--- src/source/mulSettings.svh ---
`ifndef MUL_SETTINGS_SVH
`define MUL_SETTINGS_SVH

// Operand width of the multiplier
`define MUL_WIDTH 8

// Full product width
`define PROD_WIDTH 16

// Result queue entries
// Also the number of credits the sender starts with
`define QUEUE_DEPTH 4

// Credits granted by the sink after reset
`define SINK_CREDITS 2

`endif

--- src/source/mulPkg.sv ---
`default_nettype none

`include "mulSettings.svh"

package mulPkg;

    ////////////////////////////////////////////////////////////////////////////
    // Datapath types
    ////////////////////////////////////////////////////////////////////////////

    // One operand
    typedef logic [`MUL_WIDTH-1:0] operandT;

    // One product
    typedef logic [`PROD_WIDTH-1:0] productT;

    // One partial-product row, A[i] & B
    typedef logic [`MUL_WIDTH-1:0] ppRowT;

    // Folded symmetric pairs, one bit per pair
    // Row 2 has one pair, rows 3 to 7 have 3, 4, 5, 6, 5
    typedef logic [23:0] pairVecT;

    // Diagonal terms and the pairs left unfolded
    typedef logic [15:0] edgeVecT;

    // Decode to execute bundle
    // Edge bits on top, then generate bits, propagate bits at the bottom
    typedef logic [$bits(edgeVecT)+2*$bits(pairVecT)-1:0] pgPairT;

    // Final K and J rows ahead of the prefix adder
    typedef logic [`PROD_WIDTH-1:0] reduceRowT;

endpackage

`default_nettype wire

--- src/source/ppDecode.sv ---
`timescale 1ns/1ps
`default_nettype none

`include "mulSettings.svh"

module ppDecode (
    input  logic            clk,
    input  logic            rst,
    input  logic            inValid,
    input  mulPkg::operandT inA,
    input  mulPkg::operandT inB,
    output logic            pgValid,
    output mulPkg::pgPairT  pgBits
);

    // Row r holds A[r] & B, so pp[r][c] is A[r] & B[c]
    mulPkg::ppRowT pp [`MUL_WIDTH];
    // Transposed rows, ppT[c][r] equals pp[r][c]
    mulPkg::ppRowT ppT [`MUL_WIDTH];

    mulPkg::pairVecT pairA;
    mulPkg::pairVecT pairB;
    mulPkg::edgeVecT edgeBits;
    mulPkg::pgPairT  pgNext;

    ////////////////////////////////////////////////////////////////////////////
    // Partial products
    ////////////////////////////////////////////////////////////////////////////

    always_comb begin
        for (int r = 0; r < `MUL_WIDTH; r++) begin
            pp[r]  = {`MUL_WIDTH{inA[r]}} & inB;
            ppT[r] = {`MUL_WIDTH{inB[r]}} & inA;
        end
    end

    // Lower-triangle terms of rows 7 down to 2
    assign pairA = {pp[7][4:0], pp[6][5:0], pp[5][4:0], pp[4][3:0], pp[3][2:0], pp[2][1]};
    // Mirror terms, same positions
    assign pairB = {ppT[7][4:0], ppT[6][5:0], ppT[5][4:0], ppT[4][3:0], ppT[3][2:0],
                    ppT[2][1]};

    // Diagonal bits plus the pairs that execute consumes one by one
    assign edgeBits = {pp[6][7], pp[7][6], pp[5][7], pp[7][5],
                       pp[7][7], pp[6][6], pp[5][5], pp[4][4],
                       pp[3][3], pp[2][2], pp[1][1], pp[0][2],
                       pp[2][0], pp[0][1], pp[1][0], pp[0][0]};

    // Generate is AND, propagate is OR of each pair
    assign pgNext = {edgeBits, pairA & pairB, pairA | pairB};

    ////////////////////////////////////////////////////////////////////////////
    // Stage register
    ////////////////////////////////////////////////////////////////////////////

    always_ff @(posedge clk) begin
        if (rst) begin
            pgValid <= 1'b0;
        end else begin
            pgValid <= inValid;
        end
    end

    // Payload only, valid qualifies it
    always_ff @(posedge clk) begin
        pgBits <= pgNext;
    end

endmodule

`default_nettype wire

--- src/source/approxReduce.sv ---
`timescale 1ns/1ps
`default_nettype none

module approxReduce (
    input  logic              clk,
    input  logic              rst,
    input  logic              pgValid,
    input  mulPkg::pgPairT    pgBits,
    output logic              rowValid,
    output mulPkg::reduceRowT rowK,
    output mulPkg::reduceRowT rowJ
);

    ////////////////////////////////////////////////////////////////////////////
    // Cell library, results packed as {carry, sum}
    ////////////////////////////////////////////////////////////////////////////

    function automatic logic [1:0] halfAdd(input logic a, input logic b);
        return {a & b, a ^ b};
    endfunction

    function automatic logic [1:0] fullAdd(input logic a, input logic b, input logic cin);
        return {(a & b) | (cin & (a ^ b)), a ^ b ^ cin};
    endfunction

    // Sum by OR instead of XOR
    function automatic logic [1:0] approxHalf(input logic a, input logic b);
        return {a & b, a | b};
    endfunction

    // First two inputs merged by OR
    function automatic logic [1:0] approxFull(input logic a, input logic b, input logic cin);
        logic w;
        w = a | b;
        return {w & cin, w ^ cin};
    endfunction

    // Approximate 4:2, no carry out
    function automatic logic [1:0] approxComp(input logic x1, input logic x2,
                                              input logic x3, input logic x4);
        logic c1;
        logic c3;
        c1 = x1 & x2;
        c3 = x3 & x4;
        return {c1 | c3, (x1 ^ x2) | (x3 ^ x4) | (c1 & c3)};
    endfunction

    // Exact 4:2 with carry-in tied low, {cout, carry, sum}
    function automatic logic [2:0] exactComp(input logic a1, input logic a2,
                                             input logic a3, input logic a4);
        logic [1:0] low;
        low = fullAdd(a1, a2, a3);
        return {low[1], low[0] & a4, low[0] ^ a4};
    endfunction

    mulPkg::pairVecT propBits;
    mulPkg::pairVecT genBits;
    mulPkg::edgeVecT edgeBits;

    // Folded pairs per row
    logic [4:0] p7, g7, p5, g5;
    logic [5:0] p6, g6;
    logic [3:0] p4, g4;
    logic [2:0] p3, g3;
    logic       p21, g21;

    // Single partial products, ppRC is A[R] & B[C]
    logic pp00, pp10, pp01, pp20, pp02, pp11, pp22, pp33;
    logic pp44, pp55, pp66, pp77, pp75, pp57, pp76, pp67;

    logic s1, c1, s4, c4, s5, c5, s6, c6, s7, c7;
    logic s8, s9, s10, s11, s12;
    logic c12;
    logic [7:3]  gOr;
    logic [11:8] gEx;
    logic [8:1]  ce;
    logic        compCout;
    logic [5:1]  cer;
    logic [12:8] cRes;
    logic [14:3] x, y;
    logic        kTop;

    assign {edgeBits, genBits, propBits} = pgBits;
    assign {p7, p6, p5, p4, p3, p21} = propBits;
    assign {g7, g6, g5, g4, g3, g21} = genBits;
    assign {pp67, pp76, pp57, pp75, pp77, pp66, pp55, pp44,
            pp33, pp22, pp11, pp02, pp20, pp01, pp10, pp00} = edgeBits;

    ////////////////////////////////////////////////////////////////////////////
    // Columns 3 to 7, approximate
    ////////////////////////////////////////////////////////////////////////////

    assign {c4, s4} = approxHalf(p4[0], p3[1]);
    assign {c5, s5} = approxFull(p5[0], p4[1], p3[2]);
    assign {c6, s6} = approxComp(p6[0], p5[1], p4[2], pp33);
    assign {c7, s7} = approxComp(p7[0], p6[1], p5[2], p4[3]);

    // Generate bits of a column merged by plain OR
    assign gOr[3] = g3[0] | g21;
    assign gOr[4] = g4[0] | g3[1];
    assign gOr[5] = g5[0] | g4[1] | g3[2];
    assign gOr[6] = g6[0] | g5[1] | g4[2];
    assign gOr[7] = g7[0] | g6[1] | g5[2] | g4[3];

    ////////////////////////////////////////////////////////////////////////////
    // Columns 8 and up, exact
    ////////////////////////////////////////////////////////////////////////////

    assign {compCout, ce[1], s8} = exactComp(p7[1], p6[2], p5[3], pp44);
    assign {ce[2], gEx[8]}  = fullAdd(g7[1], g6[2], g5[3]);
    assign {ce[3], s9}      = fullAdd(p7[2], p6[3], p5[4]);
    assign {ce[4], gEx[9]}  = fullAdd(g7[2], g6[3], g5[4]);
    assign {ce[5], s10}     = fullAdd(p7[3], p6[4], pp55);
    assign {ce[6], gEx[10]} = halfAdd(g7[3], g6[4]);
    assign {ce[7], s11}     = halfAdd(p7[4], p6[5]);
    assign {ce[8], gEx[11]} = halfAdd(g7[4], g6[5]);
    // Column 12 pair, carry goes on to column 13
    assign {c12, s12} = halfAdd(pp75, pp57);

    // Carry chain across columns 8 to 12
    assign {cer[1], cRes[8]}  = fullAdd(ce[1], ce[2], compCout);
    assign {cer[2], cRes[9]}  = fullAdd(ce[3], ce[4], cer[1]);
    assign {cer[3], cRes[10]} = fullAdd(ce[5], ce[6], cer[2]);
    assign {cer[4], cRes[11]} = fullAdd(ce[7], ce[8], cer[3]);
    assign {cer[5], cRes[12]} = halfAdd(c12, cer[4]);

    ////////////////////////////////////////////////////////////////////////////
    // Row simplification into K and J
    ////////////////////////////////////////////////////////////////////////////

    assign {c1, s1} = approxHalf(pp20, pp02);
    assign y[3] = c1;
    assign {y[4], x[3]}   = approxFull(p3[0], p21, gOr[3]);
    assign {y[5], x[4]}   = approxFull(s4, pp22, gOr[4]);
    assign {y[6], x[5]}   = approxFull(s5, gOr[5], c4);
    assign {y[7], x[6]}   = approxFull(s6, gOr[6], c5);
    assign {y[8], x[7]}   = approxFull(s7, gOr[7], c6);
    assign {y[9], x[8]}   = fullAdd(s8, gEx[8], c7);
    assign {y[10], x[9]}  = fullAdd(s9, gEx[9], cRes[8]);
    assign {y[11], x[10]} = fullAdd(s10, gEx[10], cRes[9]);
    assign {y[12], x[11]} = fullAdd(s11, gEx[11], cRes[10]);
    assign {y[13], x[12]} = fullAdd(s12, cRes[11], pp66);
    assign {y[14], x[13]} = fullAdd(pp76, pp67, cRes[12]);
    assign {kTop, x[14]}  = halfAdd(pp77, cer[5]);

    always_ff @(posedge clk) begin
        if (rst) begin
            rowValid <= 1'b0;
        end else begin
            rowValid <= pgValid;
        end
    end

    // Bits 0 to 2 pass straight into the rows
    always_ff @(posedge clk) begin
        rowK <= {kTop, x, s1, pp10, pp00};
        rowJ <= {1'b0, y, pp11, pp01, 1'b0};
    end

endmodule

`default_nettype wire

--- src/source/prefixResult.sv ---
`timescale 1ns/1ps
`default_nettype none

`include "mulSettings.svh"

module prefixResult (
    input  logic              clk,
    input  logic              rst,
    input  logic              rowValid,
    input  mulPkg::reduceRowT rowK,
    input  mulPkg::reduceRowT rowJ,
    output logic              sumValid,
    output mulPkg::productT   sum
);

    localparam int W      = `PROD_WIDTH;
    localparam int LEVELS = $clog2(W);

    // Group generate per level, level 0 is the bitwise term
    logic [W-1:0] gLvl [LEVELS+1];
    // Group propagate, not needed after the last level
    logic [W-1:0] pLvl [LEVELS];
    mulPkg::productT sumNext;

    assign gLvl[0] = rowK & rowJ;
    assign pLvl[0] = rowK ^ rowJ;

    ////////////////////////////////////////////////////////////////////////////
    // Kogge-Stone tree
    ////////////////////////////////////////////////////////////////////////////

    for (genvar lvl = 1; lvl <= LEVELS; lvl++) begin : gLevel
        // Span doubles every level
        localparam int D = 1 << (lvl - 1);

        for (genvar i = 0; i < W; i++) begin : gBit
            if (i < D) begin : gPass
                // Prefix already complete
                assign gLvl[lvl][i] = gLvl[lvl-1][i];
            end else begin : gCell
                assign gLvl[lvl][i] = gLvl[lvl-1][i] | (pLvl[lvl-1][i] & gLvl[lvl-1][i-D]);
            end

            if (lvl < LEVELS) begin : gProp
                if (i >= 2 * D) begin : gBlack
                    assign pLvl[lvl][i] = pLvl[lvl-1][i] & pLvl[lvl-1][i-D];
                end else begin : gGrey
                    // Group reaches bit 0, no carry-in to propagate
                    assign pLvl[lvl][i] = 1'b0;
                end
            end
        end
    end

    // Carry into bit i is the prefix generate of bit i-1
    // Carry out of the top bit is dropped
    assign sumNext = pLvl[0] ^ {gLvl[LEVELS][W-2:0], 1'b0};

    always_ff @(posedge clk) begin
        if (rst) begin
            sumValid <= 1'b0;
        end else begin
            sumValid <= rowValid;
        end
    end

    always_ff @(posedge clk) begin
        sum <= sumNext;
    end

    // Whole pipeline must deliver clean data with its valid
    assert property (@(posedge clk) disable iff (rst) sumValid |-> !$isunknown(sum))
        else $error("prefixResult: unknown sum while sumValid");

endmodule

`default_nettype wire

--- src/source/creditQueue.sv ---
`timescale 1ns/1ps
`default_nettype none

`include "mulSettings.svh"

module creditQueue (
    input  logic            clk,
    input  logic            rst,
    input  logic            pushValid,
    input  mulPkg::productT pushData,
    input  logic            outCredit,
    output logic            outValid,
    output mulPkg::productT product,
    output logic            inCredit
);

    localparam int DEPTH  = `QUEUE_DEPTH;
    localparam int PTR_W  = (DEPTH > 1) ? $clog2(DEPTH) : 1;
    localparam int CNT_W  = $clog2(DEPTH + 1);
    localparam int CRED_W = $clog2(`SINK_CREDITS + 1);

    mulPkg::productT mem [DEPTH];
    logic [PTR_W-1:0]  rdPtr;
    logic [PTR_W-1:0]  wrPtr;
    logic [CNT_W-1:0]  count;
    logic [CRED_W-1:0] sinkCredits;
    logic              empty;
    logic              pop;

    // Wraps for any depth
    function automatic logic [PTR_W-1:0] nextPtr(input logic [PTR_W-1:0] ptr);
        return (ptr == PTR_W'(DEPTH - 1)) ? '0 : ptr + 1'b1;
    endfunction

    ////////////////////////////////////////////////////////////////////////////
    // Pop decision
    ////////////////////////////////////////////////////////////////////////////

    assign empty = (count == '0);

    // Fall-through when empty, a fresh result may leave in its own cycle
    assign pop      = (!empty || pushValid) && (sinkCredits != '0);
    assign outValid = pop;
    // Each departure frees one slot for the sender
    assign inCredit = pop;
    assign product  = empty ? pushData : mem[rdPtr];

    ////////////////////////////////////////////////////////////////////////////
    // Storage and counters
    ////////////////////////////////////////////////////////////////////////////

    // Bypassed entries are written too, pointers stay aligned
    always_ff @(posedge clk) begin
        if (pushValid) begin
            mem[wrPtr] <= pushData;
        end
    end

    always_ff @(posedge clk) begin
        if (rst) begin
            rdPtr       <= '0;
            wrPtr       <= '0;
            count       <= '0;
            sinkCredits <= CRED_W'(`SINK_CREDITS);
        end else begin
            if (pushValid) begin
                wrPtr <= nextPtr(wrPtr);
            end
            if (pop) begin
                rdPtr <= nextPtr(rdPtr);
            end
            case ({pushValid, pop})
                2'b10:   count <= count + 1'b1;
                2'b01:   count <= count - 1'b1;
                default: count <= count;
            endcase
            // Sink returns credits, every pop spends one
            case ({outCredit, pop})
                2'b10:   sinkCredits <= sinkCredits + 1'b1;
                2'b01:   sinkCredits <= sinkCredits - 1'b1;
                default: sinkCredits <= sinkCredits;
            endcase
        end
    end

    // Sender pushed without a credit
    assert property (@(posedge clk) disable iff (rst) !(pushValid && count == CNT_W'(DEPTH)))
        else $error("creditQueue: push into full queue");

    // Sink returned more credits than it was granted
    assert property (@(posedge clk) disable iff (rst) sinkCredits <= CRED_W'(`SINK_CREDITS))
        else $error("creditQueue: sink credit overflow");

endmodule

`default_nettype wire

--- src/source/approxMultiplier.sv ---
`timescale 1ns/1ps
`default_nettype none

module approxMultiplier (
    input  logic            clk,
    input  logic            rst,
    input  logic            inValid,
    input  mulPkg::operandT inA,
    input  mulPkg::operandT inB,
    output logic            inCredit,
    output logic            outValid,
    output mulPkg::productT product,
    input  logic            outCredit
);

    // Decode to execute
    logic              pgValid;
    mulPkg::pgPairT    pgBits;
    // Execute to result
    logic              rowValid;
    mulPkg::reduceRowT rowK;
    mulPkg::reduceRowT rowJ;
    // Result to queue
    logic              sumValid;
    mulPkg::productT   sum;

    ////////////////////////////////////////////////////////////////////////////
    // Three-stage datapath and output queue
    ////////////////////////////////////////////////////////////////////////////

    ppDecode uDecode (
        .clk     (clk),
        .rst     (rst),
        .inValid (inValid),
        .inA     (inA),
        .inB     (inB),
        .pgValid (pgValid),
        .pgBits  (pgBits)
    );

    approxReduce uReduce (
        .clk      (clk),
        .rst      (rst),
        .pgValid  (pgValid),
        .pgBits   (pgBits),
        .rowValid (rowValid),
        .rowK     (rowK),
        .rowJ     (rowJ)
    );

    prefixResult uResult (
        .clk      (clk),
        .rst      (rst),
        .rowValid (rowValid),
        .rowK     (rowK),
        .rowJ     (rowJ),
        .sumValid (sumValid),
        .sum      (sum)
    );

    // Credits in both directions live here
    creditQueue uQueue (
        .clk       (clk),
        .rst       (rst),
        .pushValid (sumValid),
        .pushData  (sum),
        .outCredit (outCredit),
        .outValid  (outValid),
        .product   (product),
        .inCredit  (inCredit)
    );

endmodule

`default_nettype wire

--- config.mk ---
export PLATFORM = sky130hd
export DESIGN_NAME = approxMultiplier
export DESIGN_NICKNAME = d
export VERILOG_FILES = /design/src/source/mulPkg.sv /design/src/source/ppDecode.sv /design/src/source/approxReduce.sv /design/src/source/prefixResult.sv /design/src/source/creditQueue.sv /design/src/source/approxMultiplier.sv
export VERILOG_INCLUDE_DIRS = /design/src /design/src/source
export SDC_FILE = /design/constraint.sdc
export NUM_CORES = 1
export LEC_CHECK = 0
export BUFFER_PORTS_ARGS = -buffer_cell sky130_fd_sc_hd__buf_2
export CAP_MARGIN = 10
export CORE_MARGIN = 2
export CORE_UTILIZATION = 60
export CTS_BUF_LIST = sky130_fd_sc_hd__clkbuf_4 sky130_fd_sc_hd__clkbuf_8 sky130_fd_sc_hd__clkbuf_16
export CTS_CLUSTER_DIAMETER = 30
export DETAILED_ROUTE_END_ITERATION = 16
export GPL_TIMING_DRIVEN = 1
export PLACE_DENSITY_LB_ADDON = 0.08
export RECOVER_POWER = 25
export SLEW_MARGIN = 20
export SYNTH_ARGS = -nofsm -noshare
export SYNTH_HDL_FRONTEND = slang
export SYNTH_SLANG_ARGS = --single-unit
--- constraint.sdc ---
create_clock -name clk -period 7.66 [get_ports clk]
set_input_delay 0.766 -clock clk [delete_from_list [all_inputs] [get_ports clk]]
set_output_delay 0.766 -clock clk [all_outputs]
set_load 0.02 [all_outputs]
After elaboration in Yosys (flattened, before gate mapping)
Memory sizes are Yosys's and may differ from the RTL's. A register that Yosys moved wholly into a read port is not among the register bits.
Index checks and enable logic that the tools add are counted.

word-level totals
  flip-flop bits (word level) = 122
  latch bits = 0
  bits in writable memories = 64
  bits in read-only memories = 0
  input port bits = 20
  output and inout port bits = 18
  word-level logic and storage cells = 316
  memories kept = 1

memory list
  name        depth  width  read ports  clocked after memory_dff  write ports  line               source
  uQueue.mem  4      16     1           1                         1            creditQueue.sv:22  mulPkg::productT mem [DEPTH];

operators by class
  add/sub/neg operators = 6
  $mul = 0
  divide/modulo/power cells = 0
  $lt $le $gt $ge = 0
  equal/unequal tests = 6
  shifts and indexed selects = 0
  multiplexer cells = 9
  bitwise logic cells = 276
  reductions and logical operators = 7

operators with widths
  kind                   count
  $and A1 B1 Y1          127
  $or A1 B1 Y1           83
  $xor A1 B1 Y1          47
  $and A24 B24 Y24       1
  $and A8 B8 Y8          3
  $or A24 B24 Y24        1
  $mux W16               1
  $xor A16 B15 Y16       1
  $xor A16 B16 Y16       1
  $and A15 B15 Y15       1
  $and A5 B5 Y5          3
  $and A3 B3 Y3          3
  $and A4 B4 Y4          2
  $eq A2 B2 Y1 const B   4
  $mux W2                4
  $add A2 B1 Y2 const B  3
  $and A6 B6 Y6          1
  $pmux W3 S2            1
  $reduce_bool A2 Y1     3
  $and A2 B2 Y2          2
  $eq A2 B1 Y1 const B   2
  $pmux W2 S2            1
  $add A3 B1 Y3 const B  1
  $logic_not A3 Y1       1
  6 further kinds        7

Longest topological paths before layout
Gate-level depths: netlist (run 1).

  word-level depth = 15
  gate-level depth with buffers = 14
  depth with buffers taken out = 14

By module
From an unflattened synthesis (run 1), not the netlist that was laid out.

unflattened totals
  cells, all modules = 543
  area, all modules = 7606.0 um^2

by module, submodules not included
  module        instances  cells an instance  area an instance (um^2)  sequential area each (um^2)
  creditQueue   1          173                3180.6                   2142.1
  ppDecode      1          146                1980.6                   1301.2
  approxReduce  1          113                1370.1                   620.6
  prefixResult  1          111                1074.8                   340.3

Worst setup path before layout (run 1)
No wires, ideal clock.

  path kind = register -> register
  from = reg uDecode.pgBits[11]
  to = reg uReduce.rowK[13]
  setup time = 0.057 ns
  data arrival time = 3.142 ns
  required time = 7.603 ns
  slack = 4.460 ns
  cell stages (with the launch flop) = 15
  buffers on the path = 0
  period minus slack after synthesis = 3.200 ns
  cells stage by stage = dfxtp_1 -> fa_1 -> ha_1 -> inv_1 -> fa_1 -> fa_1 -> inv_1 -> fa_1 -> inv_1 -> fa_1 -> inv_1 -> ha_1 -> inv_1 -> fa_1 -> inv_1

on the way
  word-level cells in the longest chain between the ends = 13
  elaborated cells on any way between the ends = 16
  classes of those cells = bitwise (16)

ends and longest elaborated chain
  item                           line                 source
  from (decl)                    ppDecode.sv:13       output mulPkg::pgPairT pgBits
  from (signal assigned)         ppDecode.sv:66       pgBits <= pgNext;
  $xor A1 B1 Y1                  approxReduce.sv:23   return {(a & b) | (cin & (a ^ b)), a ^ b ^ cin};
  $and A1 B1 Y1                  approxReduce.sv:53   return {low[1], low[0] & a4, low[0] ^ a4};
  $xor A1 B1 Y1                  approxReduce.sv:23
  $and A1 B1 Y1                  approxReduce.sv:23
  $or A1 B1 Y1 *                 approxReduce.sv:23
  $and A1 B1 Y1 *                approxReduce.sv:23
  $or A1 B1 Y1 *                 approxReduce.sv:23
  $and A1 B1 Y1 *                approxReduce.sv:23
  $or A1 B1 Y1 *                 approxReduce.sv:23
  $and A1 B1 Y1 *                approxReduce.sv:23
  $or A1 B1 Y1 *                 approxReduce.sv:23
  $xor A1 B1 Y1 *                approxReduce.sv:19   return {a & b, a ^ b};
  $xor A1 B1 Y1 *                approxReduce.sv:23
  named net uReduce.x (one bit)  approxReduce.sv:80   logic [14:3] x, y;
  to (signal assigned)           approxReduce.sv:156  rowK <= {kTop, x, s1, pp10, pp00};
  to (decl)                      approxReduce.sv:10   output mulPkg::reduceRowT rowK,

Mark *: on every way through the listed nets, which the timed path passes. The rest lies on a longest branch.
A chain may end at the register's enable or synchronous reset.

Final worst setup path (run 1)
Ends and elaborated chain as after synthesis.

==> results of run 1 <==
-- synth_stat cells (2+ instances only) --
library cell    n  area share
edfxtp_1       64        0.26
o21ai_1         2      0.0013
mux2_2          6      0.0091
or3_1           4      0.0034
nor2b_1         8      0.0067
mux2_4         10       0.020
and2_1         14       0.012
o21ai_0         2      0.0013
nand3b_1        2      0.0020
buf_6           2      0.0030
fa_1           17       0.046
nor2_1         39       0.020
mux4_2         10       0.030
nand2_1        15      0.0076
o211ai_1        3      0.0030
nor3_1          7      0.0047
a211oi_1        2      0.0020
a21o_1          4      0.0040
xnor2_1         8      0.0094
o21a_1          2      0.0020
nand4_1         3      0.0025
nand3_1         2      0.0013
inv_1          52       0.026
a22o_1         24       0.028
buf_4           5      0.0051
xor2_1          3      0.0035
nor4_1          2      0.0017
a21oi_1        14      0.0094
buf_2           2      0.0013
dfxtp_1       124        0.33
a21oi_2         4      0.0047
and3_1          3      0.0025
or2_2           7      0.0059
nand2b_1        2      0.0017
clkbuf_1       14      0.0071
ha_1           38       0.064
mux2i_1         3      0.0040
mux4_1          6       0.021
-- routing by layer --
| metal | track usage | vias up | wire, µm |
|---|---|---|---|
| li1 | - | 1982 | - |
| met4 | 0.0827 | 0 | 226 |
| met3 | 0.0443 | 19 | 370 |
| met2 | 0.328 | 73 | 5680 |
| met5 | 0 | - | 0 |
| met1 | 0.240 | 1920 | 5350 |
-- sequential cells by signal, summed over array words and instances, names as in the netlist, named ones only --
name and cells:
uResult.sum 16, uResult.sumValid 1, uReduce.rowK 16, uQueue.sinkCredits 2, uReduce.rowValid 1, uQueue.count 3, uDecode.pgValid 1, uQueue.rdPtr 2
uQueue.wrPtr 2, uDecode.pgBits 64, uReduce.rowJ 14, uQueue.mem 64
-- critical path, stage by stage, from the launching register on --
cell and delay, ns:
dfxtp_1 0.32, fa_1 0.54, ha_1 0.14, inv_1 0.06
fa_1 0.43, fa_1 0.36, inv_1 0.08, fa_1 0.16
inv_1 0.05, fa_1 0.35, inv_1 0.06, ha_1 0.21
inv_1 0.08, fa_1 0.42, inv_1 0.06
-- final timing paths --
check / from / end / cells past startpoint
worst max register to register: uDecode.pgBits[11]$_DFF_P_ / uReduce.rowK[13]$_DFF_P_ / 14
worst min register to register: uDecode.pgBits[49]$_DFF_P_ / uReduce.rowK[1]$_DFF_P_ / 0
worst min-delay path: uDecode.pgBits[49]$_DFF_P_ / uReduce.rowK[1]$_DFF_P_ / 0
worst max-delay path: uDecode.pgBits[11]$_DFF_P_ / uReduce.rowK[13]$_DFF_P_ / 14
-- report_power, final --
part           total, mW  switching [mW]  leakage [nW]  internal (mW)
logic              0.684           0.357          1.54          0.327
clock network      0.800           0.358         0.266          0.442
registers           1.25          0.0878          1.61           1.16
-- kinds of logic after synthesis --
| kind of cell | Yosys count |
|---|---|
| AO/OA/AOI/OAI | 69 |
| XOR/XNOR | 11 |
| adder cells (fa/ha/maj) | 55 |
| buffers and inverters | 76 |
| flip-flops | 188 |
| multiplexers | 35 |
| AND/OR/NAND/NOR | 114 |
-- per-stage QoR --
step           instances  instance area (µm²)  hold WS [ns]
2_1_floorplan        548                 7420         0.310
5_1_grt              761                 8220         0.332
3_5_place_dp         729                 7670         0.312
4_1_cts              761                 8220         0.328
3_3_place_gp         729                 7670         0.312
6_report             761                 8220         0.328
-- area by class of cell --
type                       instances  area share
multi-input combinational        284       0.325
inverter                          52      0.0237
timing repair buffer              37      0.0225
clock inverter                    12      0.0103
clock buffer                      20      0.0567
sequential                       188       0.536
tap                              168      0.0256
==> metrics.txt, run 1 <==
CP Max Fanout 1; Synth Instances 548; clock skew 0.00719 ns; vias per std cell 5.25; reg2reg setup slack 4.30 ns; Worst-path clk slew 0.07 ns; Leak Pwr 3.42 nW; CTS-repair resized insts 0; proportion of synthesized area in mux cells 0.0850; Tightest Pin Transition 1.05 ns; Chip Width 115 µm; Slew Limit Fails 0; layout cells sized above 1 0.194; Area growth syn-to-layout 10.9%; Worst EP arrival 3.73 ns; setup repair bufs after CTS 0; setup violators final 0; Final GP Congestion 0.779; GRT Total Usage 0.194; Worst-Skew Late Latency 0.43 ns; startpoint types register; # H-tree levels 4; CTS Buffer Depth 2; Syn. warnings 0; Mean Syn Cell Area 13.5 µm²; RSZ-0062 raised after global routing false; Fillers 855; register area 4410 µm²; Setup WS post-layout 4.30 ns; Initial Util 0.615; clock tree root driver cell clkbuf_16; fin crit share 0.439; multi-input logic area 2680 µm²; max cap viols 0; post-synthesis xor/xnor area fraction 0.0130; vias in the first global route 3996; Remaining DRCs 0; DP HPWL 8150 µm; core area 12100 µm²; DIE HEIGHT 115 µm; Synth Area in Adders 0.110; Hold Buf Count CTS 0; outcome finished clean; commonest cells after routing, fill and taps aside 123 x dfxtp_1, 64 x edfxtp_1, 52 x inv_1, 39 x nor2_1, 38 x ha_1; Final Hold Viols 0; FFs w/ async S/R, synth 0; area share of and/or/nand/nor cells after synthesis 0.0788; commonest non-fill, non-tap cell in the layout dfxtp_1; Die Area 13300 µm²; # port buffers 37; global-route wire length before repair 19400 µm; # diodes 0; DR pass1 iterations 6; Setup Crit Path Kind register to register; std cell rows 40; critical path data required time 8.03 ns; slew margin rel. 0.303; Overflow after GRT 0; First DRT Iteration DRCs 232; WL/cell 15.3 µm; vias 3994; Seq/Total Area, Yosys 0.594; post-route antenna net violation count 0; pwr/cell area 332 nW/µm²; routed wire length 11600 µm; Final Critical Period 3.36 ns; number of flops mapped to enable cells by yosys 64; Final Total Pwr 2.73 mW; CTS Buf Count 17; Hold Path Class register to register; Most used DFF post-synth dfxtp_1; Synth Area in Compound Gates 0.0740; critical path endpoint category register; largest net degree at the start of global routing 18; FF+latch count, synth 188; initial antenna violation count 0; final core occ 0.682; largest family of logic cells by synthesized area adder cells; Final TNS setup 0 ns; f_max 297 MHz; post-synth cell types 57; CTS tree done; Mapped Area 7420 µm²; syn_nets 623; pre-CTS setup slack 4.29 ns; nets 655; TritonCTS sink count 188; IO Pins 38; peak supply drop 155 µV
No activity file was read; power rests on OpenSTA's default activity.
==> run 2, diff against run 1 <==
==> constraint.sdc (replaced) <==
create_clock -name clk -period 3.49 [get_ports clk]
set_input_delay 0.349 -clock clk [delete_from_list [all_inputs] [get_ports clk]]
set_output_delay 0.349 -clock clk [all_outputs]
set_load 0.02 [all_outputs]
==> run 2 against run 1 <==
Sequential share of layout area down 0.35 points; non-clock buffer count up 2; cell area up 0.62%; critical path depth unchanged; combinational power up 130%; routed wire length down 2.6%; via count down 1.4%; largest power group unchanged.
==> metrics.txt, run 2 (synthesis gave the netlist of run 1 again) <==
vias per std cell 5.17 (-1.5%); placed insts 731 (+0.27%); Final Total Pwr 6.09 mW (+120%); First DRT Iteration DRCs 209 (-9.9%); CTS Buf Count 17 (unchanged); DP HPWL 8020 µm (-1.6%); CTS Buffer Depth 2 (unchanged); r2r startpoint uDecode.pgBits[11]$_DFF_P_; Final GP Congestion 0.791 (+1.4%); commonest non-fill, non-tap cell in the layout dfxtp_1; Overflow after GRT 0 (unchanged); TritonCTS sink count 188 (unchanged); Worst Setup SP uDecode.pgBits[11]$_DFF_P_; clock skew 0.00436 ns (-0.00282 ns); Chip Width 115 µm (unchanged); hold_sp inValid; CTS tree done; Remaining DRCs 0 (unchanged); Leak Pwr 3.43 nW (+0.50%); RSZ-0062 raised after global routing false; # diodes 0 (unchanged); Setup WS post-layout 0.195 ns (-4.10 ns); core area 12100 µm² (unchanged); GRT Total Usage 0.191 (-0.00264); startpoint types register; global-route wire length before repair 19100 µm (-1.9%); Worst-path clk slew 0.06 ns (about the same); # H-tree levels 4 (unchanged); commonest cells after routing, fill and taps aside 124 x dfxtp_1, 64 x edfxtp_1, 51 x inv_1, 39 x nor2_1, 38 x ha_1; critical path buffer and inverter count 6 (unchanged); Initial Util 0.615 (unchanged); # port buffers 37 (unchanged); peak supply drop 365 µV (+140%); clock tree root driver cell clkbuf_16; slew margin rel. 0.423 (+0.120); Area growth syn-to-layout 11.6%; largest net degree at the start of global routing 18 (unchanged); Hold Path Class input pin to register; final non-filler cell total 762 (+0.13%); CP Max Fanout 1 (unchanged); vias 3939 (-1.4%); Tightest Pin Transition 0.866 ns (-0.180 ns); layout cells sized above 1 0.185 (-0.00874); Final Critical Period 3.30 ns (-0.0663 ns); Worst-Skew Late Latency 0.42 ns (about the same); Finished Cell Area 8280 µm² (+0.62%); nets 657 (+0.31%); critical path endpoint category register; critical path cell sequence fa_1, ha_1, inv_1, fa_2, fa_2, inv_2, fa_2, inv_1, fa_1, inv_1, ha_1, inv_1, fa_1, inv_1; std cell rows 40 (unchanged); critical path's most frequent cell inv_1; Slew Limit Fails 0 (unchanged); Setup Crit Path Kind register to register; DR pass1 iterations 4 (-2); Final Hold Viols 0 (unchanged); outcome finished clean; pwr/cell area 735 nW/µm² (+120%); f_max 303 MHz (+2.0%); CP max stage delay 0.55 ns (about the same); fin crit share 0.944 (+0.505); IO Pins 38 (unchanged); Hold Buf Count CTS 0 (unchanged); WL/cell 14.9 µm (-2.8%); DIE HEIGHT 115 µm (unchanged); cell family with most CP delay adder cells; routed wire length 11300 µm (-2.6%); post-route antenna net violation count 0 (unchanged); max cap viols 0 (unchanged); vias in the first global route 3941 (-1.4%); dpl cell area 7690 µm² (+0.20%); initial antenna violation count 0 (unchanged); Die Area 13300 µm² (unchanged); Final TNS setup 0 ns (unchanged); setup violators final 0 (unchanged); critical path data required time 3.86 ns (-4.17 ns); Worst EP arrival 3.67 ns (-0.06 ns); pre-CTS setup slack 0.140 ns (-4.15 ns); CP max stage cell fa_1; Largest regs uDecode.pgBits: 64 flops, uQueue.mem: 64 flops
[run 2: metal layers]
metal / vias up / part of all wire / wire (µm) / GRT usage
li1: 1979 / - / - / -
met1: 1885 / 0.47 / 5320 / 0.237
met2: 58 / 0.48 / 5430 / 0.320
met3: 17 / 0.033 / 376 / 0.0496
met4: 0 / 0.017 / 197 / 0.0795
met5: - / 0 / 0 / 0
[run 2: what timing repair did]
| action | CTS | global route |
|---|---|---|
| setup buffers | 0 | 0 |
| endpoints found under the setup margin | 0 | 1 |
| resized for setup | 0 | 4 |
[run 2: final timing paths]
kind	end	slack, ns	cells after the start
worst max register to register	uReduce.rowK[13]$_DFF_P_	0.19	14
worst min-delay path	uDecode.pgValid$_SDFF_PP0_	0.16	2
worst min register to register	uReduce.rowJ[1]$_DFF_P_	0.33	0
worst max-delay path	uReduce.rowK[13]$_DFF_P_	0.19	14
[run 2: cell type report]
| cell class | count | area, µm² |
|---|---|---|
| Sequential cell | 188 | 4400 |
| Fill cell | 865 | 3790 |
| Multi-Input combinational cell | 284 | 2680 |
| Clock buffer | 27 | 572 |
| Tap cell | 168 | 210 |
| Inverter | 52 | 195 |
| Timing Repair Buffer | 39 | 189 |
| Clock inverter | 4 | 21.3 |
[run 2: worst reg2reg max path, stage by stage (launching register included)]
cell	delay [ns]
dfxtp_1	0.32
fa_1	0.55
ha_1	0.15
inv_1	0.06
fa_2	0.39
fa_2	0.34
inv_2	0.06
fa_2	0.17
inv_1	0.05
fa_1	0.35
inv_1	0.06
ha_1	0.22
inv_1	0.07
fa_1	0.41
inv_1	0.06
[run 2: report_power, final]
group          leakage [nW]  internal [mW]  switching (mW)
sequential             1.61           2.55           0.163
combinational          1.52          0.724           0.813
clock                 0.303           1.12           0.721
[run 2: per-stage QoR]
stage | utilization | hold WS (ns)
floorplan | - | 0.310
global route | 0.686 | 0.165
CTS | 0.686 | 0.149
finish | 0.686 | 0.157
detailed placement | 0.637 | 0.312
global placement | 0.637 | 0.313
==> run 3, diff against run 2 <==
--- a/config.mk
+++ b/config.mk
@@ -19,4 +19,5 @@
 export SLEW_MARGIN = 20
 export SYNTH_ARGS = -nofsm -noshare
 export SYNTH_HDL_FRONTEND = slang
+export SYNTH_HIERARCHICAL = 1
 export SYNTH_SLANG_ARGS = --single-unit
==> run 3 against run 2 <==
Combinational power up 14%; total power grew 6.4%; critical path depth is the same; maximum frequency fell by 0.35%; sequential power increased by 2%; die area increased by 2.4%; critical path type unchanged; critical endpoint is now uReduce/rowK[13]$_DFF_P_; largest power group unchanged; highest routed layer unchanged.
==> metrics.txt, run 3 <==
outcome finished clean; CTS tree done; fin crit share 0.947 (+0.00330); register area 4400 µm² (unchanged); RSZ-0062 raised after global routing false; critical path endpoint category register; commonest cells after routing, fill and taps aside 124 x dfxtp_1, 64 x edfxtp_1, 37 x ha_1, 35 x inv_1, 27 x buf_2; Yosys top cell area share 0.326 (-0.00826); largest net degree at the start of global routing 19 (+1); routed wl met3 386 µm (+2.7%); Setup Crit Path Kind register to register; IO Pins 38 (unchanged); Hold WS 0.157 ns (+0.0000940 ns); M1 WL 5660 µm (+6.5%); Chip Width 117 µm (+1.2%); area leader, netlist dfxtp_1; core area 12500 µm² (+3.8%); CTS Buffer Depth 2 (unchanged); Hold Path Class input pin to register; setup violators final 0 (unchanged); final non-filler cell total 755 (-0.92%); Area contributors post-synth dfxtp_1 33%, edfxtp_1 25%, ha_1 6.1%, mux4_2 4.7%, fa_1 4.5%; Setup WS post-layout 0.183 ns (-0.0115 ns); vias per std cell 5.49 (+6.2%); setup repair bufs after CTS 0 (unchanged); std cell rows 41 (+2.5%); initial antenna violation count 0 (unchanged); CP Max Fanout 1 (unchanged); # H-tree levels 4 (unchanged); DR pass1 iterations 6 (+2); multi-input logic area 2830 µm² (+5.5%); Mean Syn Cell Area 14.0 µm² (+3.5%); CTS Buf Count 17 (unchanged); post-synth cell types 54 (-5.3%); DIE HEIGHT 117 µm (+1.2%); hold endpoint uDecode/pgValid$_SDFF_PP0_; WL/cell 16.8 µm (+13%); routed wire length 12700 µm (+12%); Overflow after GRT 0 (unchanged); First DRT Iteration DRCs 222 (+6.2%); pre-CTS setup slack 0.132 ns (-0.00850 ns); Largest regs uDecode/pgBits: 64 flops, uQueue/mem: 64 flops; TritonCTS sink count 188 (unchanged); pwr/cell area 773 nW/µm² (+5.1%); placed insts 723 (-1.1%); Initial Util 0.608 (-0.00738); critical path data required time 3.86 ns (about the same); Worst Setup SP uDecode/pgBits[11]$_DFF_P_; routed wl met2 6440 µm (+18%); Slew Limit Fails 0 (unchanged); Most used DFF post-synth dfxtp_1; f_max 302 MHz (-0.35%); max cap viols 0 (unchanged); Leak Pwr 3.40 nW (-1.1%); FF+latch count, synth 188 (unchanged); # diodes 0 (unchanged); highest routed layer met4; DP HPWL 8300 µm (+3.5%); clock tree root driver cell clkbuf_16; Final GP Congestion 0.831 (+5.1%); reg2reg setup slack 0.18 ns (about the same); post-route antenna net violation count 0 (unchanged); Worst-path clk slew 0.07 ns (about the same); Mapped Area 7610 µm² (+2.5%); layout cells sized above 1 0.190 (+0.00521); commonest non-fill, non-tap cell in the layout dfxtp_1; Final Critical Period 3.31 ns (+0.0115 ns); Die Area 13600 µm² (+2.4%); slew margin rel. 0.308 (-0.115); R2R depth 14 (unchanged); worst hold stages 2 (unchanged); Synth Instances 543 (-0.91%); Final TNS setup 0 ns (unchanged); Worst-Skew Late Latency 0.42 ns (about the same); startpoint types register; hold_sp inValid; Reg2Reg Capture Point uReduce/rowK[13]$_DFF_P_; global-route wire length before repair 20600 µm (+8.2%); Synth top cells by count 124 x dfxtp_1, 64 x edfxtp_1, 37 x ha_1; Remaining DRCs 0 (unchanged); FFs w/ async S/R, synth 0 (unchanged); number of flops mapped to enable cells by yosys 64 (unchanged); final core occ 0.669 (-0.0170); Fillers 935 (+8.1%); Tightest Pin Transition 1.04 ns (+0.172 ns); most common cell in the synthesized netlist dfxtp_1; Seq/Total Area, Yosys 0.579 (-0.0146); peak supply drop 393 µV (+7.5%); Area growth syn-to-layout 10.1%; Syn. warnings 6 (+6); nets 644 (-2.0%); GRT Total Usage 0.203 (+0.0122); clock skew 0.00766 ns (+0.00330 ns); vias in the first global route 4190 (+6.3%); vias 4146 (+5.3%); Worst EP arrival 3.67 ns (about the same); # port buffers 37 (unchanged); Final Hold Viols 0 (unchanged); r2r startpoint uDecode/pgBits[11]$_DFF_P_
-- run 3: final cells by class --
| type | instances | area share |
|---|---|---|
| Clock buffer | 22 | 0.0602 |
| Sequential cell | 188 | 0.526 |
| Multi-Input combinational cell | 290 | 0.338 |
| Inverter | 35 | 0.0157 |
| Timing Repair Buffer | 38 | 0.0215 |
| Tap cell | 172 | 0.0257 |
| Clock inverter | 10 | 0.0128 |
-- run 3: what timing repair did --
| action | 4_1_cts | 5_1_grt |
|---|---|---|
| endpoints found under the setup margin | 0 | 1 |
| hold buffers | 0 | 0 |
| resized for setup | 0 | 2 |
-- run 3: cells by family (layout without fill, tap and decap cells) --
| kind of cell | Yosys count | after routing | synth area share |
|---|---|---|---|
| xor gates and xnor gates | 16 | 16 | 0.0184 |
| adders and majority gates | 54 | 54 | 0.106 |
| buffers and inverters | 66 | 105 | 0.0497 |
| muxes | 36 | 36 | 0.0809 |
| AOI/OAI and AO/OA | 79 | 79 | 0.0773 |
| other | 1 | 2 | 0.000493 |
| DFF | 188 | 188 | 0.579 |
| and+or+nand+nor | 103 | 103 | 0.0885 |
-- run 3: power by group --
group,internal [mW],total [mW],switching [mW]
logic,0.822,1.76,0.943
clock network,1.17,1.94,0.768
registers,2.57,2.77,0.206
total,4.56,6.47,1.92
-- run 3: worst max-delay path, cell delays in order (launching register included) --
cell and delay, ns:
dfxtp_1 0.31, fa_1 0.53, ha_1 0.13, inv_1 0.05
fa_2 0.38, fa_1 0.37, inv_1 0.08, fa_2 0.19
inv_1 0.05, fa_1 0.36, inv_1 0.07, ha_1 0.21
inv_1 0.07, fa_1 0.40, inv_1 0.05
-- run 3: worst max path at each step --
stage	to	slack [ns]	cells past startpoint
4_1_cts	uReduce/rowK[13]$_DFF_P_	0.11	14
3_3_place_gp	uReduce/rowK[13]$_DFF_P_	0.19	14
3_5_place_dp	uReduce/rowK[13]$_DFF_P_	0.13	14
5_1_grt	uReduce/rowK[13]$_DFF_P_	0.01	14
2_1_floorplan	uReduce/rowK[13]$_DFF_P_	0.29	14
6_report	uReduce/rowK[13]$_DFF_P_	0.18	14
-- run 3: routing by layer --
layer,track usage,up-vias
met3,0.0451,18
met4,0.0784,0
met5,0,-
met2,0.352,70
li1,-,2017
met1,0.250,2041
-- run 3: metrics by stage --
stage | area, µm² | total power [mW]
2_1_floorplan | 7610 | 4.20
3_5_place_dp | 7770 | 4.59
6_report | 8380 | 6.47
4_1_cts | 8380 | 6.52
5_1_grt | 8380 | 6.80
3_3_place_gp | 7770 | 4.52
